--- src/logic/rw_engine_pkg.sv ---
// Widths, FIFO sizing, packet kind codes and the memory word union
package rw_engine_pkg;

    localparam int WORD_W          = 32;
    localparam int ADDR_W          = 16;
    localparam int COUNT_W         = 7;
    localparam int STRIDE_W        = 8;
    localparam int FIFO_DEPTH      = 16;
    localparam int FIFO_PTR_W      = $clog2(FIFO_DEPTH);
    localparam int FIFO_CNT_W      = $clog2(FIFO_DEPTH + 1);
    localparam int PROG_THRESH     = 12;
    localparam int MAX_OUTSTANDING = 8;
    localparam int CREDIT_W        = $clog2(MAX_OUTSTANDING + 1);

    // Kind bit on the memory response channel
    localparam logic KIND_DATA   = 1'b0;
    localparam logic KIND_CONFIG = 1'b1;

    // Kind bit on memory requests
    localparam logic REQ_READ  = 1'b0;
    localparam logic REQ_WRITE = 1'b1;

    // Response word, seen either as plain data or as a configuration
    typedef union packed {
        logic [WORD_W-1:0] data;
        struct packed {
            logic                write_mode;
            logic [COUNT_W-1:0]  count;
            logic [STRIDE_W-1:0] stride;
            logic [ADDR_W-1:0]   base;
        } cfg;
    } mem_word_t;

    // Stored FIFO entries: {kind, addr, word} and {kind, word}
    localparam int MEM_REQ_W = 1 + ADDR_W + WORD_W;
    localparam int PACKET_W  = 1 + WORD_W;

endpackage
--- src/logic/packet_if.sv ---
// Packet stream interface with source and sink modports
`timescale 1ns/1ps

interface packet_if;
    import rw_engine_pkg::*;

    logic      valid;
    logic      kind;
    mem_word_t word;
    // Sink is close to overflowing, source stops presenting packets
    logic      prog_full;

    modport source (
        output valid,
        output kind,
        output word,
        input  prog_full
    );

    modport sink (
        input  valid,
        input  kind,
        input  word,
        output prog_full
    );

endinterface

--- src/logic/engine_read_write.sv ---
// Read/write engine top with I/O registers, four FIFOs, read credit and done
`timescale 1ns/1ps

module engine_read_write (
    input  logic                             ap_clk,
    input  logic                             areset,
    input  logic                             descriptor_valid,
    input  logic                             response_engine_valid,
    input  logic [rw_engine_pkg::WORD_W-1:0] response_engine_word,
    input  logic                             response_memory_valid,
    input  logic                             response_memory_kind,
    input  logic [rw_engine_pkg::WORD_W-1:0] response_memory_word,
    output logic                             response_engine_full,
    output logic                             response_memory_full,
    input  logic                             request_memory_ready,
    input  logic                             request_engine_ready,
    output logic                             request_memory_valid,
    output logic                             request_memory_kind,
    output logic [rw_engine_pkg::ADDR_W-1:0] request_memory_addr,
    output logic [rw_engine_pkg::WORD_W-1:0] request_memory_word,
    output logic                             request_engine_valid,
    output logic [rw_engine_pkg::WORD_W-1:0] request_engine_word,
    output logic                             done_out
);
    import rw_engine_pkg::*;

    logic areset_read_write_engine;

    // Registered inputs
    logic              descriptor_valid_reg;
    logic              eng_in_valid;
    logic [WORD_W-1:0] eng_in_word;
    logic              mem_in_valid;
    logic              mem_in_kind;
    logic [WORD_W-1:0] mem_in_word;
    logic              mem_ready_reg;
    logic              eng_ready_reg;

    // FIFO sides
    logic                 ersp_rd_en;
    logic                 ersp_valid;
    logic                 ersp_empty;
    logic                 ersp_prog_full;
    logic [WORD_W-1:0]    ersp_dout;
    logic                 mrsp_rd_en;
    logic                 mrsp_valid;
    logic                 mrsp_empty;
    logic                 mrsp_prog_full;
    logic [PACKET_W-1:0]  mrsp_dout;
    logic                 mreq_rd_en;
    logic                 mreq_valid;
    logic                 mreq_empty;
    logic                 mreq_prog_full;
    logic [MEM_REQ_W-1:0] mreq_dout;
    logic                 ereq_rd_en;
    logic                 ereq_valid;
    logic                 ereq_empty;
    logic                 ereq_prog_full;
    logic [WORD_W-1:0]    ereq_dout;

    // Decoder and generator
    mem_word_t         dec_cfg;
    logic              dec_cfg_valid;
    logic              mreq_push;
    logic              mreq_kind;
    logic [ADDR_W-1:0] mreq_addr;
    logic [WORD_W-1:0] mreq_word;
    logic              ereq_push;
    logic [WORD_W-1:0] ereq_word;
    logic              gen_done;

    logic [CREDIT_W-1:0] credit;
    logic                credit_spend;
    logic                credit_refund;
    logic                all_empty;

    packet_if mem_data_if ();

    // ---------------------------------------------------------------------------
    // Input registers
    // ---------------------------------------------------------------------------
    always_ff @(posedge ap_clk) begin
        areset_read_write_engine <= areset;
    end

    always_ff @(posedge ap_clk) begin
        if (areset_read_write_engine) begin
            descriptor_valid_reg <= 1'b0;
            eng_in_valid         <= 1'b0;
            mem_in_valid         <= 1'b0;
            mem_ready_reg        <= 1'b0;
            eng_ready_reg        <= 1'b0;
        end else begin
            descriptor_valid_reg <= descriptor_valid;
            eng_in_valid         <= response_engine_valid;
            mem_in_valid         <= response_memory_valid;
            mem_ready_reg        <= request_memory_ready;
            eng_ready_reg        <= request_engine_ready;
        end
    end

    always_ff @(posedge ap_clk) begin
        eng_in_word <= response_engine_word;
        mem_in_kind <= response_memory_kind;
        mem_in_word <= response_memory_word;
    end

    // ---------------------------------------------------------------------------
    // FIFOs
    // ---------------------------------------------------------------------------
    packet_fifo #(.WIDTH(WORD_W)) u_fifo_response_engine (
        .ap_clk, .areset_read_write_engine,
        .din(eng_in_word), .wr_en(eng_in_valid), .rd_en(ersp_rd_en),
        .dout(ersp_dout), .valid(ersp_valid), .empty(ersp_empty),
        .full(), .prog_full(ersp_prog_full)
    );

    packet_fifo #(.WIDTH(PACKET_W)) u_fifo_response_memory (
        .ap_clk, .areset_read_write_engine,
        .din({mem_in_kind, mem_in_word}), .wr_en(mem_in_valid), .rd_en(mrsp_rd_en),
        .dout(mrsp_dout), .valid(mrsp_valid), .empty(mrsp_empty),
        .full(), .prog_full(mrsp_prog_full)
    );

    // Reads wait for a credit, writes only for ready
    assign mreq_rd_en = !mreq_empty && mem_ready_reg
                        && (dec_cfg.cfg.write_mode || credit != '0);

    packet_fifo #(.WIDTH(MEM_REQ_W)) u_fifo_request_memory (
        .ap_clk, .areset_read_write_engine,
        .din({mreq_kind, mreq_addr, mreq_word}), .wr_en(mreq_push), .rd_en(mreq_rd_en),
        .dout(mreq_dout), .valid(mreq_valid), .empty(mreq_empty),
        .full(), .prog_full(mreq_prog_full)
    );

    assign ereq_rd_en = !ereq_empty && eng_ready_reg;

    packet_fifo #(.WIDTH(WORD_W)) u_fifo_request_engine (
        .ap_clk, .areset_read_write_engine,
        .din(ereq_word), .wr_en(ereq_push), .rd_en(ereq_rd_en),
        .dout(ereq_dout), .valid(ereq_valid), .empty(ereq_empty),
        .full(), .prog_full(ereq_prog_full)
    );

    // ---------------------------------------------------------------------------
    // Decoder and generator
    // ---------------------------------------------------------------------------
    memory_response_decoder u_decoder (
        .ap_clk, .areset_read_write_engine,
        .fifo_valid(mrsp_valid), .fifo_kind(mrsp_dout[WORD_W]),
        .fifo_word(mrsp_dout[WORD_W-1:0]), .fifo_empty(mrsp_empty),
        .fifo_rd_en(mrsp_rd_en), .cfg_valid(dec_cfg_valid), .cfg(dec_cfg),
        .data(mem_data_if.source)
    );

    request_generator u_generator (
        .ap_clk, .areset_read_write_engine,
        .start(descriptor_valid_reg), .cfg_valid(dec_cfg_valid), .cfg(dec_cfg),
        .eng_valid(ersp_valid), .eng_word(ersp_dout), .eng_empty(ersp_empty),
        .eng_rd_en(ersp_rd_en), .mem_data(mem_data_if.sink),
        .mreq_push, .mreq_kind, .mreq_addr, .mreq_word, .mreq_prog_full,
        .ereq_push, .ereq_word, .ereq_prog_full, .gen_done
    );

    // ---------------------------------------------------------------------------
    // Read credit bounding outstanding reads
    // ---------------------------------------------------------------------------
    assign credit_spend  = mreq_rd_en && !dec_cfg.cfg.write_mode;
    assign credit_refund = ereq_push;

    always_ff @(posedge ap_clk) begin
        if (areset_read_write_engine) begin
            credit <= CREDIT_W'(MAX_OUTSTANDING);
        end else if (credit_spend && !credit_refund) begin
            credit <= credit - 1'b1;
        end else if (credit_refund && !credit_spend) begin
            credit <= credit + 1'b1;
        end
    end

    // A return without a matching issued read would push past the limit
    a_credit_bounds: assert property (@(posedge ap_clk) disable iff (areset_read_write_engine)
        (credit <= CREDIT_W'(MAX_OUTSTANDING))
        && !(credit_refund && !credit_spend && credit == CREDIT_W'(MAX_OUTSTANDING)));

    // ---------------------------------------------------------------------------
    // Output registers and done
    // ---------------------------------------------------------------------------
    assign all_empty = ersp_empty && mrsp_empty && mreq_empty && ereq_empty;

    always_ff @(posedge ap_clk) begin
        if (areset_read_write_engine) begin
            request_memory_valid <= 1'b0;
            request_engine_valid <= 1'b0;
            response_engine_full <= 1'b0;
            response_memory_full <= 1'b0;
            done_out             <= 1'b0;
        end else begin
            request_memory_valid <= mreq_valid;
            request_engine_valid <= ereq_valid;
            response_engine_full <= ersp_prog_full;
            response_memory_full <= mrsp_prog_full;
            // Sticky until the next reset
            done_out             <= done_out || (gen_done && all_empty);
        end
    end

    always_ff @(posedge ap_clk) begin
        {request_memory_kind, request_memory_addr, request_memory_word} <= mreq_dout;
        request_engine_word <= ereq_dout;
    end

endmodule

--- src/logic/request_generator.sv ---
// Request generator issuing memory requests and forwarding read data
`timescale 1ns/1ps

module request_generator (
    input  logic                                ap_clk,
    input  logic                                areset_read_write_engine,
    input  logic                                start,
    input  logic                                cfg_valid,
    input  rw_engine_pkg::mem_word_t            cfg,
    input  logic                                eng_valid,
    input  rw_engine_pkg::mem_word_t            eng_word,
    input  logic                                eng_empty,
    output logic                                eng_rd_en,
    packet_if.sink                              mem_data,
    output logic                                mreq_push,
    output logic                                mreq_kind,
    output logic [rw_engine_pkg::ADDR_W-1:0]    mreq_addr,
    output logic [rw_engine_pkg::WORD_W-1:0]    mreq_word,
    input  logic                                mreq_prog_full,
    output logic                                ereq_push,
    output logic [rw_engine_pkg::WORD_W-1:0]    ereq_word,
    input  logic                                ereq_prog_full,
    output logic                                gen_done
);
    import rw_engine_pkg::*;

    logic               started;
    logic [COUNT_W-1:0] popped;
    logic [COUNT_W-1:0] issued;
    logic [COUNT_W-1:0] returned;
    logic [ADDR_W-1:0]  index;
    logic [ADDR_W-1:0]  offset;
    logic               all_issued;
    logic               all_returned;

    // ---------------------------------------------------------------------------
    // Request issue
    // ---------------------------------------------------------------------------
    // Stop popping once count responses are in flight or issued
    assign eng_rd_en = started && cfg_valid && !eng_empty && !mreq_prog_full
                       && (popped < cfg.cfg.count);

    // Write mode walks a sequence, read mode uses the engine index
    assign index  = cfg.cfg.write_mode ? ADDR_W'(issued) : eng_word.data[ADDR_W-1:0];
    assign offset = index * cfg.cfg.stride;

    always_ff @(posedge ap_clk) begin
        if (areset_read_write_engine) begin
            started   <= 1'b0;
            popped    <= '0;
            issued    <= '0;
            mreq_push <= 1'b0;
        end else begin
            mreq_push <= eng_valid;
            if (start) begin
                started <= 1'b1;
            end
            if (eng_rd_en) begin
                popped <= popped + 1'b1;
            end
            if (eng_valid) begin
                issued <= issued + 1'b1;
            end
        end
    end

    always_ff @(posedge ap_clk) begin
        mreq_kind <= cfg.cfg.write_mode ? REQ_WRITE : REQ_READ;
        mreq_addr <= cfg.cfg.base + offset;
        mreq_word <= eng_word.data;
    end

    // ---------------------------------------------------------------------------
    // Read data forwarding and completion
    // ---------------------------------------------------------------------------
    assign mem_data.prog_full = ereq_prog_full;
    assign ereq_push          = mem_data.valid && (mem_data.kind == KIND_DATA);
    assign ereq_word          = mem_data.word.data;

    assign all_issued   = (issued == cfg.cfg.count);
    assign all_returned = cfg.cfg.write_mode || (returned == cfg.cfg.count);

    always_ff @(posedge ap_clk) begin
        if (areset_read_write_engine) begin
            returned <= '0;
            gen_done <= 1'b0;
        end else begin
            if (ereq_push) begin
                returned <= returned + 1'b1;
            end
            gen_done <= started && cfg_valid && all_issued && all_returned;
        end
    end

endmodule

--- src/logic/memory_response_decoder.sv ---
// Memory response decoder splitting configuration words from data words
`timescale 1ns/1ps

module memory_response_decoder (
    input  logic                   ap_clk,
    input  logic                   areset_read_write_engine,
    input  logic                   fifo_valid,
    input  logic                   fifo_kind,
    input  rw_engine_pkg::mem_word_t fifo_word,
    input  logic                   fifo_empty,
    output logic                   fifo_rd_en,
    output logic                   cfg_valid,
    output rw_engine_pkg::mem_word_t cfg,
    packet_if.source               data
);
    import rw_engine_pkg::*;

    logic is_cfg;
    logic is_data;
    logic seen_data;

    assign is_cfg  = fifo_valid && (fifo_kind == KIND_CONFIG);
    assign is_data = fifo_valid && (fifo_kind == KIND_DATA);

    // Only pop while the generator can take data
    assign fifo_rd_en = !fifo_empty && !data.prog_full;

    always_ff @(posedge ap_clk) begin
        if (areset_read_write_engine) begin
            cfg_valid  <= 1'b0;
            data.valid <= 1'b0;
            seen_data  <= 1'b0;
        end else begin
            data.valid <= is_data;
            if (is_cfg) begin
                cfg_valid <= 1'b1;
            end
            if (is_data) begin
                seen_data <= 1'b1;
            end
        end
    end

    // Payload and held configuration
    always_ff @(posedge ap_clk) begin
        data.kind <= fifo_kind;
        data.word <= fifo_word;
        if (is_cfg) begin
            cfg.cfg <= fifo_word.cfg;
        end
    end

    // Configuration must precede the first data word of a run
    a_cfg_before_data: assert property (@(posedge ap_clk) disable iff (areset_read_write_engine)
        seen_data |-> !is_cfg);

endmodule

--- src/logic/packet_fifo.sv ---
// Synchronous FIFO with registered read valid, empty, full and prog_full
`timescale 1ns/1ps

module packet_fifo #(
    parameter int WIDTH = 32
) (
    input  logic             ap_clk,
    input  logic             areset_read_write_engine,
    input  logic [WIDTH-1:0] din,
    input  logic             wr_en,
    input  logic             rd_en,
    output logic [WIDTH-1:0] dout,
    output logic             valid,
    output logic             empty,
    output logic             full,
    output logic             prog_full
);
    import rw_engine_pkg::*;

    logic [WIDTH-1:0]      mem [FIFO_DEPTH];
    logic [FIFO_PTR_W-1:0] wr_ptr;
    logic [FIFO_PTR_W-1:0] rd_ptr;
    logic [FIFO_CNT_W-1:0] level;
    logic                  do_wr;
    logic                  do_rd;

    assign empty     = (level == '0);
    assign full      = (level == FIFO_CNT_W'(FIFO_DEPTH));
    assign prog_full = (level >= FIFO_CNT_W'(PROG_THRESH));

    assign do_wr = wr_en && !full;
    assign do_rd = rd_en && !empty;

    // Pointers wrap on their own since the depth is a power of two
    always_ff @(posedge ap_clk) begin
        if (areset_read_write_engine) begin
            wr_ptr <= '0;
            rd_ptr <= '0;
            level  <= '0;
            valid  <= 1'b0;
        end else begin
            valid <= do_rd;
            if (do_wr) begin
                wr_ptr <= wr_ptr + 1'b1;
            end
            if (do_rd) begin
                rd_ptr <= rd_ptr + 1'b1;
            end
            level <= level + FIFO_CNT_W'(do_wr) - FIFO_CNT_W'(do_rd);
        end
    end

    // Storage and read data
    always_ff @(posedge ap_clk) begin
        if (do_wr) begin
            mem[wr_ptr] <= din;
        end
        if (do_rd) begin
            dout <= mem[rd_ptr];
        end
    end

    // Writers gate on prog_full upstream, readers gate on empty
    a_no_over_under_flow: assert property (@(posedge ap_clk) disable iff (areset_read_write_engine)
        !(wr_en && full) && !(rd_en && empty));

endmodule

--- config.mk ---
export PLATFORM = sky130hd
export DESIGN_NAME = engine_read_write
export DESIGN_NICKNAME = d
export VERILOG_FILES = /design/src/logic/rw_engine_pkg.sv /design/src/logic/packet_if.sv /design/src/logic/engine_read_write.sv /design/src/logic/request_generator.sv /design/src/logic/memory_response_decoder.sv /design/src/logic/packet_fifo.sv
export SDC_FILE = /design/constraint.sdc
export NUM_CORES = 2
export LEC_CHECK = 0
export ABC_AREA = 1
export BUFFER_PORTS_ARGS = -buffer_cell sky130_fd_sc_hd__buf_4
export CAP_MARGIN = 15
export CORE_ASPECT_RATIO = 1.4
export CORE_MARGIN = 2
export CORE_UTILIZATION = 35
export CTS_CLUSTER_DIAMETER = 40
export DETAILED_ROUTE_END_ITERATION = 16
export SYNTH_ARGS = -nofsm -noshare
export SYNTH_HDL_FRONTEND = slang
export SYNTH_SLANG_ARGS = --single-unit
--- constraint.sdc ---
create_clock -name ap_clk -period 5.1 [get_ports ap_clk]
set_input_delay 0.255 -clock ap_clk [delete_from_list [all_inputs] [get_ports ap_clk]]
set_output_delay 0.255 -clock ap_clk [all_outputs]
set_load 0.05 [all_outputs]
==> metrics.yaml <==
setup_path:
  crit_arrival_ns: 5.49
  critical_path.max_fanout: 8
  cp.required_ns: 5.87
  r2r-end: "u_generator.mreq_addr[15]$_DFF_P_"
  r2r_slack_ns: 0.38
  r2r.worst_path.cells: 20
  end_kind: "flop"
  crit_type: "reg -> reg"
  reg2reg_from: "u_decoder.cfg[31]$_DFFE_PP_"
  worstSetupStartpointType: "flop"
cells_and_area:
  nets: 8023
  stdcell_count: 12200
  top_regs: "u_fifo_request_memory.mem (784), u_fifo_response_memory.mem (528)"
  top_register: "u_fifo_request_memory.mem"
  drive_above_1_share_pct: 11.0
  area_growth_pct: 15.9
  largest_register_ffs: 784
timing:
  holdWs_ns: 0.0489
  worst_pin_slew_ns: 1.20
  min_period_ns: 4.72
  setup_viol_count_final: 0
  drv_slew: 0
  hold_viol: 0
  setup_tns_ns: 0
  fin_skew_ns: 0.0609
  max_freq_mhz: 212
  rsz0062_at_grt: "no"
  slew_headroom_pct: 19.8
  period_share_pct: 92.6
routing:
  routed.top_layer: "met5"
  totalWireLength_microns: 281000
  first_pass_iters: 5
  viasPerCell: 5.25
  ant_nets: 0
  route.met2.wl_microns: 143000
  drt_iter0_drc: 5718
  drc: 0
  vias: 64000
  wire_per_inst_microns: 23.1
  wl_met3_microns: 15500
  routedLengthMet1_microns: 113000
placement:
  numPlacedInstances: 11500
  dpl.hpwl_microns: 155000
  port_buffers: 157
  place_congestion: 0.838
logic_synthesis:
  synth_nets: 7790
  yosys.area_share.simple_pct: 6.71
  synth_warnings: 0
  synth-compound-area-share_pct: 9.59
  synth_cell_types: 44
  synth_top_area_share_pct: 69.4
  synth-seq-area-share_pct: 75.4
  ys.flop_type: "edfxtp_1"
  synth_xor_xnor_area_share_pct: 0.233
  synth_top_family_by_area: "compound AO/OA/AOI/OAI gates"
  ys_seq_elements: 2839
  postSynthAreaPerCell_sq_um: 14.4
  synth-adder-area-share_pct: 2.48
  synth_area_leaders: "edfxtp_1, dfxtp_1, nor2_1"
  async_reset_ff_share_pct: 0
  yosysTopAreaCell: "edfxtp_1"
  netlist_top_cells_count: "edfxtp_1, nor2_1, o21ai_0"
  synthCells: 7550
  synthMuxAreaShare_pct: 2.48
  synth.most_common_cell: "edfxtp_1"
  synth_edf_count: 2514
  syn-cell-area_sq_um: 109000
min_path:
  min-delay-start: "response_engine_word[1]"
  worstHoldEndpoint: "eng_in_word[1]$_DFF_P_"
  hold_depth: 2
  min_path_type: "in -> reg"
global_routing:
  grtUsageTotal_pct: 17.3
  grt_antenna_before_repair: 20
  grt_pass1_vias: 64200
  overflow: 0
  grt_max_degree: 195
  grt_pass1_wl_microns: 412000
outcome:
  outcome: "complete, no violations"
clocking:
  tritoncts: "built"
  cts_sinks: 2839
  cts.clk_slew.worst_paths_ns: 0.06
  htreeDepth: 5
  insertion_delay_ns: 0.90
  cts_made_buffers: 317
  cts_root_buffer: "clkbuf_16"
  clk_path_buf_depth: 4
power:
  power_density_nw_per_um2: 501
  ir_worst_vdd_uv: 416
  leakage_uw: 0.0418
die:
  die_h_microns: 664
  coreArea_sq_um: 310000
  dieArea_sq_um: 315000
  io_pins: 158
  num_rows: 242
  die_x_microns: 475
  initial_core_util_pct: 35.1
flow_run:
  cap_violations: 0
[per-stage QoR]
step / total power [uW] / worst slack [ns] / utilization, % / cell area (sq um)
after floorplan: 37000 / 0.688 / - / 109000
after global placement: 40300 / 0.225 / 37.0 / 115000
after detailed placement: 40700 / 0.236 / 37.0 / 115000
after CTS: 63600 / 0.203 / 40.7 / 126000
after global routing: 66000 / 0.0807 / 40.7 / 126000
final: 63100 / 0.379 / 40.7 / 126000
[layout make-up]
type | count | area, sq um
flip-flops and latches | 2839 | 82000
inverters | 298 | 1140
multi-input cells | 3952 | 23900
clock buffers | 386 | 8410
fillers | 28000 | 184000
well taps | 4148 | 5190
diodes | 6 | 15.0
repair buffers | 375 | 3270
clock inverters | 191 | 2140
[worst max-delay path, stage by stage (launching register included)]
cell      delay [ns]
edfxtp_1        0.49
buf_4           0.21
buf_4           0.18
nor2_2          0.27
nand2_1         0.11
fa_1            0.50
inv_1           0.05
fa_1            0.52
inv_1           0.06
fa_1            0.49
fa_1            0.49
inv_1           0.04
ha_1            0.34
inv_1           0.06
o21ai_0         0.23
o21bai_1        0.20
nand2_1         0.09
nand3_1         0.13
inv_1           0.05
nand2_1         0.06
nand2_1         0.04
[cell families (layout without fill, tap and decap cells)]
kind of cell | after synthesis | after routing
other | 0 | 6
adder cells (fa/ha/maj) | 168 | 168
flip-flops | 2839 | 2839
AND/OR/NAND/NOR | 1833 | 1833
multiplexers | 269 | 269
buffers and inverters | 759 | 1250
AO/OA/AOI/OAI | 1653 | 1653
XOR/XNOR | 29 | 29
[layer usage]
| metal | vias up | track usage, % |
|---|---|---|
| met5 | - | 0 |
| met4 | 2 | 6.67 |
| met3 | 536 | 2.20 |
| met2 | 2133 | 30.4 |
| met1 | 32500 | 21.5 |
| li1 | 28800 | - |
[cells in the final DEF (no fill, tap or decap), types with 13 or more instances in the layout]
cell type,netlist,layout
edfxtp_1,2514,2514
a21oi_1,157,157
o22ai_1,93,93
buf_4,29,270
o221ai_1,376,376
clkbuf_1,275,52
xnor2_1,15,15
a221oi_1,41,41
nand4_1,32,32
ha_1,89,89
mux2i_1,269,269
clkinv_8,0,16
xor2_1,14,14
dlygate4sd3_1,0,86
o32ai_1,50,50
nor2_1,1029,965
clkbuf_8,0,13
bufinv_16,0,28
clkinvlp_4,0,24
nor2_4,0,64
clkinv_4,0,14
o21ai_1,59,61
inv_6,0,29
nor3_1,23,22
nand3_1,228,228
fa_1,79,79
buf_12,0,19
o211ai_1,93,93
dfxtp_1,325,310
clkbuf_16,0,321
nand2_1,511,509
clkinv_1,7,37
clkinv_2,0,36
inv_1,286,281
o21ai_0,764,761
[repair_timing]
action	CTS	global route
endpoints found under the hold margin	71	0
hold buffers	86	0
setup endpoints to repair	0	3
setup buffers	0	2
resized for setup	0	5
[power by group]
group          total (uW)  switching [uW]  internal [uW]
sequential          29500            2000          27500
combinational       10700            6960           3780
clock               22900            9500          13400
[worst max-delay path by stage]
stage               slack, ns                   startpoint                                 to  depth (start not counted)
CTS                      0.20  u_decoder.cfg[31]$_DFFE_PP_  u_generator.mreq_addr[12]$_DFF_P_                         18
global placement         0.22  u_decoder.cfg[31]$_DFFE_PP_  u_generator.mreq_addr[12]$_DFF_P_                         18
finish                   0.38  u_decoder.cfg[31]$_DFFE_PP_  u_generator.mreq_addr[15]$_DFF_P_                         20
floorplan                0.69  u_decoder.cfg[31]$_DFFE_PP_  u_generator.mreq_addr[15]$_DFF_P_                         21
detailed placement       0.24  u_decoder.cfg[31]$_DFFE_PP_  u_generator.mreq_addr[12]$_DFF_P_                         16
global route             0.08  u_decoder.cfg[31]$_DFFE_PP_  u_generator.mreq_addr[12]$_DFF_P_                         20
Power figures use the tool's default switching activity.
